===== src/ldqPkg.sv =====
`default_nettype none

package ldqPkg;

  localparam int LINE_ADDR_W = 36;
  localparam int BANK_COUNT = 32;
  localparam int BLOW_W = 4;
  localparam int II_W = 10;
  localparam int ENTRY_COUNT = 8;
  localparam int CNT_W = 4;
  localparam int STALL_LEVEL = 7;

  typedef logic [LINE_ADDR_W-1:0] lineAddrT;
  typedef logic [BANK_COUNT-1:0] bankMaskT;
  typedef logic [BLOW_W-1:0] blowT;
  typedef logic [II_W-1:0] iiT;

  // msb first
  typedef struct packed {
    logic oddHigh;
    logic evenHigh;
    logic oddLow;
    logic evenLow;
  } halvesT;

  // store check as seen by every entry
  typedef struct packed {
    lineAddrT addrE;
    lineAddrT addrO;
    bankMaskT banks;
    blowT blow;
    halvesT halves;
  } checkReqT;

  typedef struct packed {
    lineAddrT addr;
    logic odd;
  } snoopReqT;

endpackage

`default_nettype wire


===== src/ldqAllocator.sv =====
`timescale 1ns/1ps
`default_nettype none

module ldqAllocator (
  input  wire                              clk,
  input  wire                              rst,
  input  wire                              except,
  input  wire                              allocEn,
  input  wire [ldqPkg::ENTRY_COUNT-1:0]    busyVec,
  input  wire [ldqPkg::ENTRY_COUNT-1:0]    retireHitVec,
  output logic [ldqPkg::ENTRY_COUNT-1:0]   allocSel,
  output logic                             doStall
);

  logic [ldqPkg::ENTRY_COUNT-1:0] freeVec;
  logic [ldqPkg::ENTRY_COUNT-1:0] lowestFree;
  logic [ldqPkg::CNT_W-1:0] count;
  logic accept;
  logic retireAny;

  // isolate the lowest set bit of the free vector
  assign freeVec = ~busyVec;
  assign lowestFree = freeVec & (~freeVec + 1'b1);

  assign allocSel = (allocEn && !doStall) ? lowestFree : '0;
  assign accept = |allocSel;
  assign retireAny = |retireHitVec;

  assign doStall = count >= ldqPkg::STALL_LEVEL;

  always_ff @(posedge clk) begin
    if (rst || except) begin
      count <= '0;
    end else begin
      case ({accept, retireAny})
        2'b10: begin
          count <= count + 1'b1;
        end
        2'b01: begin
          count <= count - 1'b1;
        end
        default: begin
          count <= count;
        end
      endcase
    end
  end

  assert property (@(posedge clk) disable iff (rst) !(allocEn && doStall))
    else $error("allocation requested while stalled");

  // unique IIs among the busy entries
  assert property (@(posedge clk) disable iff (rst) $onehot0(retireHitVec))
    else $error("retire matched more than one entry");

  assert property (@(posedge clk) disable iff (rst) count <= ldqPkg::ENTRY_COUNT)
    else $error("occupancy count out of range");

endmodule

`default_nettype wire


===== src/ldqEntry.sv =====
`timescale 1ns/1ps
`default_nettype none

module ldqEntry (
  input  wire                   clk,
  input  wire                   rst,
  input  wire                   except,
  input  wire                   allocSel,
  input  wire ldqPkg::lineAddrT allocAddrE,
  input  wire ldqPkg::lineAddrT allocAddrO,
  input  wire ldqPkg::bankMaskT allocBanks,
  input  wire ldqPkg::blowT     allocBlow,
  input  wire ldqPkg::halvesT   allocHalves,
  input  wire ldqPkg::iiT       allocII,
  input  wire                   chkValid,
  input  wire ldqPkg::checkReqT chkReq,
  input  wire                   snoopValid,
  input  wire ldqPkg::snoopReqT snoopReq,
  input  wire                   retireEn,
  input  wire ldqPkg::iiT       retireII,
  output logic                  busy,
  output logic                  retireHit,
  output logic                  conflFlag,
  output logic                  conflSmpFlag
);

  ldqPkg::lineAddrT addrE;
  ldqPkg::lineAddrT addrO;
  ldqPkg::bankMaskT banks;
  ldqPkg::blowT     blow;
  ldqPkg::halvesT   halves;
  ldqPkg::iiT       ii;

  ldqPkg::bankMaskT bankOverlap;
  logic bankLow;
  logic bankHigh;
  logic matchE;
  logic matchO;
  logic blowHit;
  logic chkHit;
  logic anyLow;
  logic anyHigh;
  logic snoopOddHit;
  logic snoopEvenHit;
  logic snoopHit;

  // store check against the held load
  assign bankOverlap = banks & chkReq.banks;
  assign bankLow = |bankOverlap[ldqPkg::BANK_COUNT/2-1:0];
  assign bankHigh = |bankOverlap[ldqPkg::BANK_COUNT-1:ldqPkg::BANK_COUNT/2];
  assign matchE = chkReq.addrE == addrE;
  assign matchO = chkReq.addrO == addrO;
  assign blowHit = |(blow & chkReq.blow);

  assign chkHit = busy && chkValid && blowHit && (
    (halves.oddHigh && chkReq.halves.oddHigh && matchO && bankHigh) ||
    (halves.oddLow && chkReq.halves.oddLow && matchO && bankLow) ||
    (halves.evenHigh && chkReq.halves.evenHigh && matchE && bankHigh) ||
    (halves.evenLow && chkReq.halves.evenLow && matchE && bankLow));

  // snoop covers the whole line, so any bank in a half counts
  assign anyLow = |banks[ldqPkg::BANK_COUNT/2-1:0];
  assign anyHigh = |banks[ldqPkg::BANK_COUNT-1:ldqPkg::BANK_COUNT/2];
  assign snoopOddHit = snoopReq.addr == addrO &&
    ((halves.oddHigh && anyHigh) || (halves.oddLow && anyLow));
  assign snoopEvenHit = snoopReq.addr == addrE &&
    ((halves.evenHigh && anyHigh) || (halves.evenLow && anyLow));
  assign snoopHit = busy && snoopValid && (|blow) &&
    (snoopReq.odd ? snoopOddHit : snoopEvenHit);

  assign retireHit = busy && retireEn && retireII == ii;

  always_ff @(posedge clk) begin
    if (rst) begin
      busy <= 1'b0;
      conflFlag <= 1'b0;
      conflSmpFlag <= 1'b0;
    end else if (except) begin
      busy <= 1'b0;
    end else if (allocSel) begin
      busy <= 1'b1;
      conflFlag <= 1'b0;
      conflSmpFlag <= 1'b0;
    end else begin
      if (retireHit) begin
        busy <= 1'b0;
      end
      // sticky until the next allocation
      conflFlag <= conflFlag | chkHit | snoopHit;
      conflSmpFlag <= conflSmpFlag | snoopHit;
    end
  end

  always_ff @(posedge clk) begin
    if (allocSel) begin
      addrE <= allocAddrE;
      addrO <= allocAddrO;
      banks <= allocBanks;
      blow <= allocBlow;
      halves <= allocHalves;
      ii <= allocII;
    end
  end

  // the allocator only ever picks a free slot
  assert property (@(posedge clk) disable iff (rst) allocSel |-> !busy)
    else $error("allocation into a busy entry");

endmodule

`default_nettype wire


===== src/ldqInputReg.sv =====
`timescale 1ns/1ps
`default_nettype none

module ldqInputReg #(
  parameter type payloadT = logic
) (
  input  wire     clk,
  input  wire     rst,
  input  wire     except,
  input  wire     reqEn,
  input  wire payloadT reqIn,
  output logic    reqValid,
  output payloadT reqOut
);

  // pending request dropped on flush
  always_ff @(posedge clk) begin
    if (rst || except) begin
      reqValid <= 1'b0;
    end else begin
      reqValid <= reqEn;
    end
  end

  always_ff @(posedge clk) begin
    if (reqEn) begin
      reqOut <= reqIn;
    end
  end

  // no stale request may reach the entries right after reset
  assert property (@(posedge clk) rst |=> !reqValid)
    else $error("request valid in the cycle after reset");

endmodule

`default_nettype wire


===== src/ldqRetireOut.sv =====
`timescale 1ns/1ps
`default_nettype none

module ldqRetireOut (
  input  wire                           clk,
  input  wire                           rst,
  input  wire                           retireEn,
  input  wire [ldqPkg::ENTRY_COUNT-1:0] retireHitVec,
  input  wire [ldqPkg::ENTRY_COUNT-1:0] conflVec,
  input  wire [ldqPkg::ENTRY_COUNT-1:0] conflSmpVec,
  output logic                          retireDone,
  output logic                          retireHit,
  output logic                          retireConfl,
  output logic                          retireConflSmp
);

  logic hitAny;
  logic conflAny;
  logic conflSmpAny;

  // at most one entry matches, so an OR picks its flags
  assign hitAny = |retireHitVec;
  assign conflAny = |(retireHitVec & conflVec);
  assign conflSmpAny = |(retireHitVec & conflSmpVec);

  always_ff @(posedge clk) begin
    if (rst) begin
      retireDone <= 1'b0;
    end else begin
      retireDone <= retireEn;
    end
  end

  // flags as they stood before the freeing edge
  always_ff @(posedge clk) begin
    retireHit <= hitAny;
    retireConfl <= conflAny;
    retireConflSmp <= conflSmpAny;
  end

endmodule

`default_nettype wire


===== src/ldqTop.sv =====
`timescale 1ns/1ps
`default_nettype none

module ldqTop (
  input  wire                   clk,
  input  wire                   rst,
  input  wire                   except,
  input  wire                   allocEn,
  input  wire ldqPkg::lineAddrT allocAddrE,
  input  wire ldqPkg::lineAddrT allocAddrO,
  input  wire ldqPkg::bankMaskT allocBanks,
  input  wire ldqPkg::blowT     allocBlow,
  input  wire ldqPkg::halvesT   allocHalves,
  input  wire ldqPkg::iiT       allocII,
  input  wire                   chkEn,
  input  wire ldqPkg::lineAddrT chkAddrE,
  input  wire ldqPkg::lineAddrT chkAddrO,
  input  wire ldqPkg::bankMaskT chkBanks,
  input  wire ldqPkg::blowT     chkBlow,
  input  wire ldqPkg::halvesT   chkHalves,
  input  wire                   snoopEn,
  input  wire ldqPkg::lineAddrT snoopAddr,
  input  wire                   snoopOdd,
  input  wire                   retireEn,
  input  wire ldqPkg::iiT       retireII,
  output wire                   doStall,
  output wire                   retireDone,
  output wire                   retireHit,
  output wire                   retireConfl,
  output wire                   retireConflSmp
);

  wire ldqPkg::checkReqT chkReqIn;
  wire ldqPkg::checkReqT chkReq;
  wire ldqPkg::snoopReqT snoopReqIn;
  wire ldqPkg::snoopReqT snoopReq;
  wire chkValid;
  wire snoopValid;
  wire [ldqPkg::ENTRY_COUNT-1:0] allocSel;
  wire [ldqPkg::ENTRY_COUNT-1:0] busyVec;
  wire [ldqPkg::ENTRY_COUNT-1:0] retireHitVec;
  wire [ldqPkg::ENTRY_COUNT-1:0] conflVec;
  wire [ldqPkg::ENTRY_COUNT-1:0] conflSmpVec;

  assign chkReqIn = '{addrE: chkAddrE, addrO: chkAddrO, banks: chkBanks,
                      blow: chkBlow, halves: chkHalves};
  assign snoopReqIn = '{addr: snoopAddr, odd: snoopOdd};

  ldqInputReg #(.payloadT(ldqPkg::checkReqT)) chkReg (
    .clk(clk), .rst(rst), .except(except),
    .reqEn(chkEn), .reqIn(chkReqIn),
    .reqValid(chkValid), .reqOut(chkReq)
  );

  ldqInputReg #(.payloadT(ldqPkg::snoopReqT)) snoopReg (
    .clk(clk), .rst(rst), .except(except),
    .reqEn(snoopEn), .reqIn(snoopReqIn),
    .reqValid(snoopValid), .reqOut(snoopReq)
  );

  for (genvar i = 0; i < ldqPkg::ENTRY_COUNT; i++) begin : gEntry
    ldqEntry entry (
      .clk(clk), .rst(rst), .except(except),
      .allocSel(allocSel[i]),
      .allocAddrE(allocAddrE), .allocAddrO(allocAddrO), .allocBanks(allocBanks),
      .allocBlow(allocBlow), .allocHalves(allocHalves), .allocII(allocII),
      .chkValid(chkValid), .chkReq(chkReq),
      .snoopValid(snoopValid), .snoopReq(snoopReq),
      .retireEn(retireEn), .retireII(retireII),
      .busy(busyVec[i]), .retireHit(retireHitVec[i]),
      .conflFlag(conflVec[i]), .conflSmpFlag(conflSmpVec[i])
    );
  end

  ldqAllocator allocator (
    .clk(clk), .rst(rst), .except(except), .allocEn(allocEn),
    .busyVec(busyVec), .retireHitVec(retireHitVec),
    .allocSel(allocSel), .doStall(doStall)
  );

  ldqRetireOut retireOut (
    .clk(clk), .rst(rst), .retireEn(retireEn),
    .retireHitVec(retireHitVec), .conflVec(conflVec), .conflSmpVec(conflSmpVec),
    .retireDone(retireDone), .retireHit(retireHit),
    .retireConfl(retireConfl), .retireConflSmp(retireConflSmp)
  );

endmodule

`default_nettype wire


===== config.mk =====
export PLATFORM = sky130hd
export DESIGN_NAME = ldqTop
export DESIGN_NICKNAME = d
export VERILOG_FILES = /design/src/ldqPkg.sv /design/src/ldqAllocator.sv /design/src/ldqEntry.sv /design/src/ldqInputReg.sv /design/src/ldqRetireOut.sv /design/src/ldqTop.sv
export SDC_FILE = /design/constraint.sdc
export NUM_CORES = 2
export LEC_CHECK = 0
export BUFFER_PORTS_ARGS = -buffer_cell sky130_fd_sc_hd__buf_2
export CAP_MARGIN = 20
export CORE_UTILIZATION = 25
export CTS_BUF_LIST = sky130_fd_sc_hd__clkbuf_4
export DETAILED_ROUTE_END_ITERATION = 8
export GPL_TIMING_DRIVEN = 0
export MAX_ROUTING_LAYER = met4
export SLEW_MARGIN = 10
export SYNTH_ARGS = -nofsm -noshare
export SYNTH_HDL_FRONTEND = slang
export SYNTH_SLANG_ARGS = --single-unit

===== constraint.sdc =====
create_clock -name clk -period 13.86 [get_ports clk]
set_input_delay 0.693 -clock clk [delete_from_list [all_inputs] [get_ports clk]]
set_output_delay 0.693 -clock clk [all_outputs]
set_load 0.03 [all_outputs]

# Yosys cells after proc, flatten, opt, wreduce, memory -nomap -nowiden

Index checks and enable logic that the tools add are counted.

Reductions and logical operators: 313
Add/sub/neg operators: 3
Mux-type cells: 42
Bitwise logic cells: 45
Shift operators: 0
$lt $le $gt $ge: 1
Div/mod/pow operators: 0
Multipliers: 0
Equality and inequality tests: 42

Operators by type and width:

| kind                                                                                | number |
|---|---|
| 36-bit equality test                                                                | 32 |
| 16-bit OR reduction                                                                 | 32 |
| 32-bit bitwise AND                                                                  | 8 |
| 1-bit logical AND                                                                   | 209 |
| 10-bit equality test                                                                | 8 |
| 4-bit OR reduction                                                                  | 16 |
| 1-bit logical OR                                                                    | 41 |
| 1-bit two-way mux                                                                   | 40 |
| 4-bit bitwise AND                                                                   | 8 |
| 8-bit OR reduction                                                                  | 4 |
| 8-bit bitwise AND                                                                   | 3 |
| 1-bit bitwise OR                                                                    | 24 |
| 2-bit nonzero test                                                                  | 9 |
| 8-bit inverter                                                                      | 2 |
| 8-bit by 1-bit adder with 8-bit output, second input constant                       | 1 |
| 8-bit two-way mux                                                                   | 1 |
| 4-bit case mux with 2 select lines                                                  | 1 |
| 4-bit by 1-bit adder with 4-bit output, second input constant                       | 1 |
| 4-bit by 3-bit greater-or-equal comparator with 1-bit output, second input constant | 1 |
| 4-bit by 1-bit subtractor with 4-bit output, second input constant                  | 1 |
| 2-bit by 1-bit equality test with 1-bit output, second input constant               | 1 |
| 2-bit equality test, second input constant                                          | 1 |
| 2-bit OR reduction                                                                  | 1 |
| 1-bit logical NOT                                                                   | 1 |

ROM bits: 0
Latch bits: 0
Memories kept: 0
Flip-flop bits (word level): 1,159
Bits in writable memories: 0

# Depth between registers and ports, before layout

Depth in word-level cells: 10
Mapped depth: 14

# Modules after synthesis

Synthesis repeated with hierarchy kept, for this count alone.

Cells, all modules: 3,351
Area, all modules: 51,296.7 um^2

Modules (own cells, without submodules):

| module                  | seq. area each (um^2) | times used | area each (um^2) | cells an instance |
|---|---|---|---|---|
| ldqEntry                | 3,723.6               | 8          | 5,774.3          | 391 |
| ldqInputReg at chkReg   | 3,383.2               | 1          | 3,395.8          | 114 |
| ldqInputReg at snoopReg | 1,131.1               | 1          | 1,143.6          | 39 |
| ldqAllocator            | 80.1                  | 1          | 387.9            | 52 |
| ldqRetireOut            | 80.1                  | 1          | 175.2            | 18 |

# Least setup slack after synthesis

No wires, ideal clock.

Kind: in2reg
Start: input allocEn
End: register gEntry[1].entry.conflFlag
Library setup time: 0.125 ns
Path buffers: 0
Stages: 4
Path slack: 2.897 ns
Data arrival time: 10.838 ns
Path through: nand2_1 -> nor3b_1 -> a21oi_1 -> o21a_1

Word-level cells in the longest chain between the ends: 3

Ends and longest elaborated chain:

| item                         | RTL line           | text |
|---|---|---|
| start, declared              | ldqTop.sv:8        | `input wire allocEn,` |
| 1-bit logical AND            | ldqAllocator.sv:25 | `assign allocSel = (allocEn && !doStall) ? lowestFree : '0;` |
| 8-bit two-way mux            | ldqAllocator.sv:25 |  |
| via gEntry[1].entry.allocSel | ldqEntry.sv:8      | `input wire allocSel,` |
| 1-bit two-way mux            | ldqEntry.sv:80     | `end else if (allocSel) begin` |
| end signal, assigned         | ldqEntry.sv:89     | `conflFlag <= conflFlag \| chkHit \| snoopHit;` |
| end, declared                | ldqEntry.sv:23     | `output logic conflFlag,` |

The timed path passes the listed nets, and every way through them passes these cells.
A chain may end at the register's enable or synchronous reset.

# Worst setup path in the final report

Start: register snoopReg.reqOut[22] (netlist bit)
End: register gEntry[6].entry.conflFlag

Word-level cells in the longest chain between the ends: 6
Elaborated cells between the ends (all ways): 8
Classes of those cells: eq/ne: 2; mux: 2; bitwise: 1; reduce/logical: 3

Ends and longest elaborated chain:

| item                                           | RTL line                       | text |
|---|---|---|
| start, declared                                | ldqInputReg.sv:13              | `output payloadT reqOut` |
| start signal, assigned                         | ldqInputReg.sv:27              | `reqOut <= reqIn;` |
| 36-bit equality test, on equally long branches | ldqEntry.sv:66, ldqEntry.sv:64 |  |
| 1-bit logical AND, on equally long branches    | ldqEntry.sv:66, ldqEntry.sv:64 |  |
| 1-bit two-way mux (*)                          | ldqEntry.sv:69                 | `(snoopReq.odd ? snoopOddHit : snoopEvenHit);` |
| 1-bit logical AND (*)                          | ldqEntry.sv:68                 | `assign snoopHit = busy && snoopValid && (\|blow) &&` |
| 1-bit bitwise OR (*)                           | ldqEntry.sv:89                 |  |
| 1-bit two-way mux (*)                          | ldqEntry.sv:80                 |  |
| end signal, assigned                           | ldqEntry.sv:89                 |  |
| end, declared                                  | ldqEntry.sv:23                 |  |

Mark *: on every way between the ends. The rest lies on a longest branch, timed or not.

==> results.json <==
{
  "grtUsageTotal_pct": 23.0,
  "slew_headroom_pct": 6.87,
  "period_share_pct": 30.9,
  "antenna_found_initial": 36,
  "overflow": 0,
  "setup_tns_ns": 0,
  "startpoint_type": "flop",
  "ys_seq_elements": 1159,
  "worst_slew_pin_slew_ns": 1.38,
  "clockRootBuffer": "clkbuf_4",
  "drc": 0,
  "nFillCells": 20841,
  "routed_wl_um": 242000,
  "dp_hpwl_um": 179000,
  "path_max_fanout": 10,
  "final_core_util_pct": 31.5,
  "wl_per_cell_um": 32.0,
  "synth_cells": 3516,
  "fin_skew_ns": 0.118,
  "final_cell_mix": "edfxtp_1, xor2_1, clkbuf_4",
  "rsz0062_at_grt": "false",
  "die_area_um2": 212000,
  "p_total_w": 0.00806,
  "r2r_cells": 9,
  "ys_types": 49,
  "synth_warnings": 0,
  "hold_class": "in -> reg",
  "syn_area_um2": 52600,
  "insertion_delay_ns": 1.40,
  "async_reset_ff_share_pct": 0,
  "numCtsBuffers": 342,
  "r2r_setup_slack_ns": 9.58,
  "cts_max_level": 5,
  "syn_avg_cell_area_um2": 14.9,
  "min_path_cells": 2,
  "critical_path_class": "reg -> reg",
  "cts_tree": "built",
  "ant_nets": 0,
  "grt_pass1_wl_um": 319000,
  "end_kind": "flop",
  "yosysSeqAreaShare_pct": 65.6,
  "fp.dieH_um": 461,
  "layout.cells.most_common": "edfxtp_1",
  "hp-start": "chkAddrO[12]",
  "clock_path_buffers": 4,
  "ys.flop_type": "edfxtp_1",
  "synth.net_count": 3808,
  "pin_count": 293,
  "p_leak_nw": 22.7,
  "met3_usage_pct": 5.14,
  "coreArea_um2": 208000,
  "power_density_nw_per_um2": 123,
  "fin_nets": 4826,
  "setup_viol_count_final": 0,
  "use_met2_pct": 34.4,
  "die_w_um": 461,
  "grt_max_degree": 78,
  "fin_hold_ws_ns": 0.0613,
  "cp.arrival_ns": 5.55,
  "post-cts-setup-buffers": 0,
  "cts_resized": 0,
  "area_growth_pct": 24.7,
  "busiest_layer": "met2",
  "setup_ws_ns": 9.58,
  "critPathRequiredTime_ns": 15.13,
  "fmax_ghz": 0.234,
  "rr_startpoint": "snoopReg.reqOut[22]",
  "clkTransAtPathRegs_ns": 0.07,
  "synth_edf_count": 1125,
  "outcome": "finished, final reports clean",
  "r2r-end": "gEntry[6].entry.conflFlag",
  "num_vias": 37741,
  "maxCapViolCount": 0,
  "grt_pass1_vias": 36743,
  "place.gp.congestion": 0.993,
  "min_to": "chkReg.reqOut[52]",
  "port_buffers": 280,
  "grtUsageMet1_pct": 30.4,
  "drtIter0Drc": 5269,
  "cts_hold_buf": 313,
  "drtPass1Iterations": 6,
  "viasPerCell": 4.99,
  "clock-sinks": 1159,
  "dp_slack_ns": 9.58,
  "num_rows": 167,
  "layout-drive-gt1-share_pct": 21.8,
  "start_util_pct": 25.3,
  "slew_viol_final": 0,
  "peakVddDrop_uv": 98.2,
  "min_period_ns": 4.28,
  "finalHoldViolations": 0
}
[cell type report]
cell class | count | area, µm² | share of cell area (%)
Antenna cell | 33 | 82.6 | 0.126
Sequential cell | 1159 | 34500 | 52.6
Multi-Input combinational cell | 2143 | 16800 | 25.6
Timing Repair Buffer | 674 | 5470 | 8.34
Buffer | 203 | 1310 | 2.00
Clock buffer | 459 | 3450 | 5.26
Inverter | 11 | 56.3 | 0.0859
Tap cell | 2788 | 3490 | 5.32
Clock inverter | 93 | 454 | 0.693
[Yosys cell counts, types with 2 or more instances]
master,instances,share of area [%]
nor2b_1,5,0.060
o31a_1,2,0.033
xor2_1,1046,17
edfxtp_1,1125,64
a22o_1,52,0.87
o21a_1,13,0.19
a21oi_1,19,0.18
dfxtp_1,34,1.3
nor2_1,20,0.14
o221ai_1,2,0.033
nor3_1,23,0.22
nand4_1,113,1.3
buf_12,3,0.11
a22oi_1,66,0.94
and3_1,10,0.12
o21ba_2,2,0.038
inv_1,11,0.079
ha_1,3,0.071
buf_2,99,0.94
nor4_1,347,4.1
nand3_1,40,0.38
a221oi_1,54,0.90
o21ai_0,10,0.095
or4_1,12,0.17
buf_6,44,0.94
nand2_1,55,0.39
or3_1,8,0.095
clkbuf_1,36,0.26
and4_1,6,0.10
o2111ai_1,6,0.10
xnor2_1,189,3.1
nor4_2,11,0.26
o22ai_1,6,0.071
a31oi_1,13,0.15
buf_1,8,0.057
buf_4,10,0.14
[worst max-delay path, stage by stage (launching register included)]
cell	delay, ns
edfxtp_1	0.31
buf_2	0.35
buf_4	0.38
xor2_1	0.24
nor4_1	1.08
nand4_1	0.20
nor4_1	1.04
o2111ai_1	0.24
a31oi_1	0.24
o21a_1	0.13
[metrics by stage]
step / area, µm² / cells
final: 65600 / 7563
after global routing: 65500 / 7561
after CTS: 65500 / 7530
after detailed placement: 58400 / 6665
after global placement: 57400 / 6584
after floorplan: 52600 / 3516
[per-layer routing]
layer	vias up	routed length, µm
met5	-	0
met4	0	9260
met3	492	24400
met2	2575	108000
li1	15500	-
met1	19174	101000
[worst max-delay path by stage]
stage          slack, ns  cells past startpoint                  from                      endpoint
6_report            9.58                      9   snoopReg.reqOut[22]     gEntry[6].entry.conflFlag
4_1_cts             9.84                      8     chkReg.reqOut[44]     gEntry[6].entry.conflFlag
2_1_floorplan       2.90                      4               allocEn     gEntry[1].entry.conflFlag
5_1_grt             9.72                     13  gEntry[0].entry.busy            allocator.count[3]
3_5_place_dp        9.58                     13              retireEn            allocator.count[3]
3_3_place_gp       -5.03                      5               allocEn  gEntry[2].entry.conflSmpFlag
[state kept, by name, summed over array words and instances, names as in the netlist]
register	count
allocator.count	4
chkReg.reqOut	112
chkReg.reqValid	1
gEntry.entry.addrE	288
gEntry.entry.addrO	288
gEntry.entry.banks	256
gEntry.entry.blow	32
gEntry.entry.busy	8
gEntry.entry.conflFlag	8
gEntry.entry.conflSmpFlag	8
gEntry.entry.halves	32
gEntry.entry.ii	80
retireOut.retireConfl	1
retireOut.retireConflSmp	1
retireOut.retireDone	1
retireOut.retireHit	1
snoopReg.reqOut	37
snoopReg.reqValid	1
[report_power, final]
part	leakage, nW	switching [W]	total [W]	internal, W
Combinational	9.75	0.000666	0.000970	0.000303
Sequential	10.6	0.0000381	0.00396	0.00392
Clock	2.35	0.00156	0.00314	0.00158
[logic make-up after synthesis]
logic type | Yosys count | synth area share (%)
flip-flops | 1159 | 65.6
buffers and inverters | 214 | 2.58
AND/OR/NAND/NOR | 655 | 7.48
AO/OA/AOI/OAI | 249 | 3.68
XOR/XNOR | 1235 | 20.6
adder cells (fa/ha/maj) | 4 | 0.110
Note: power is estimated with default switching activity, not from simulation.
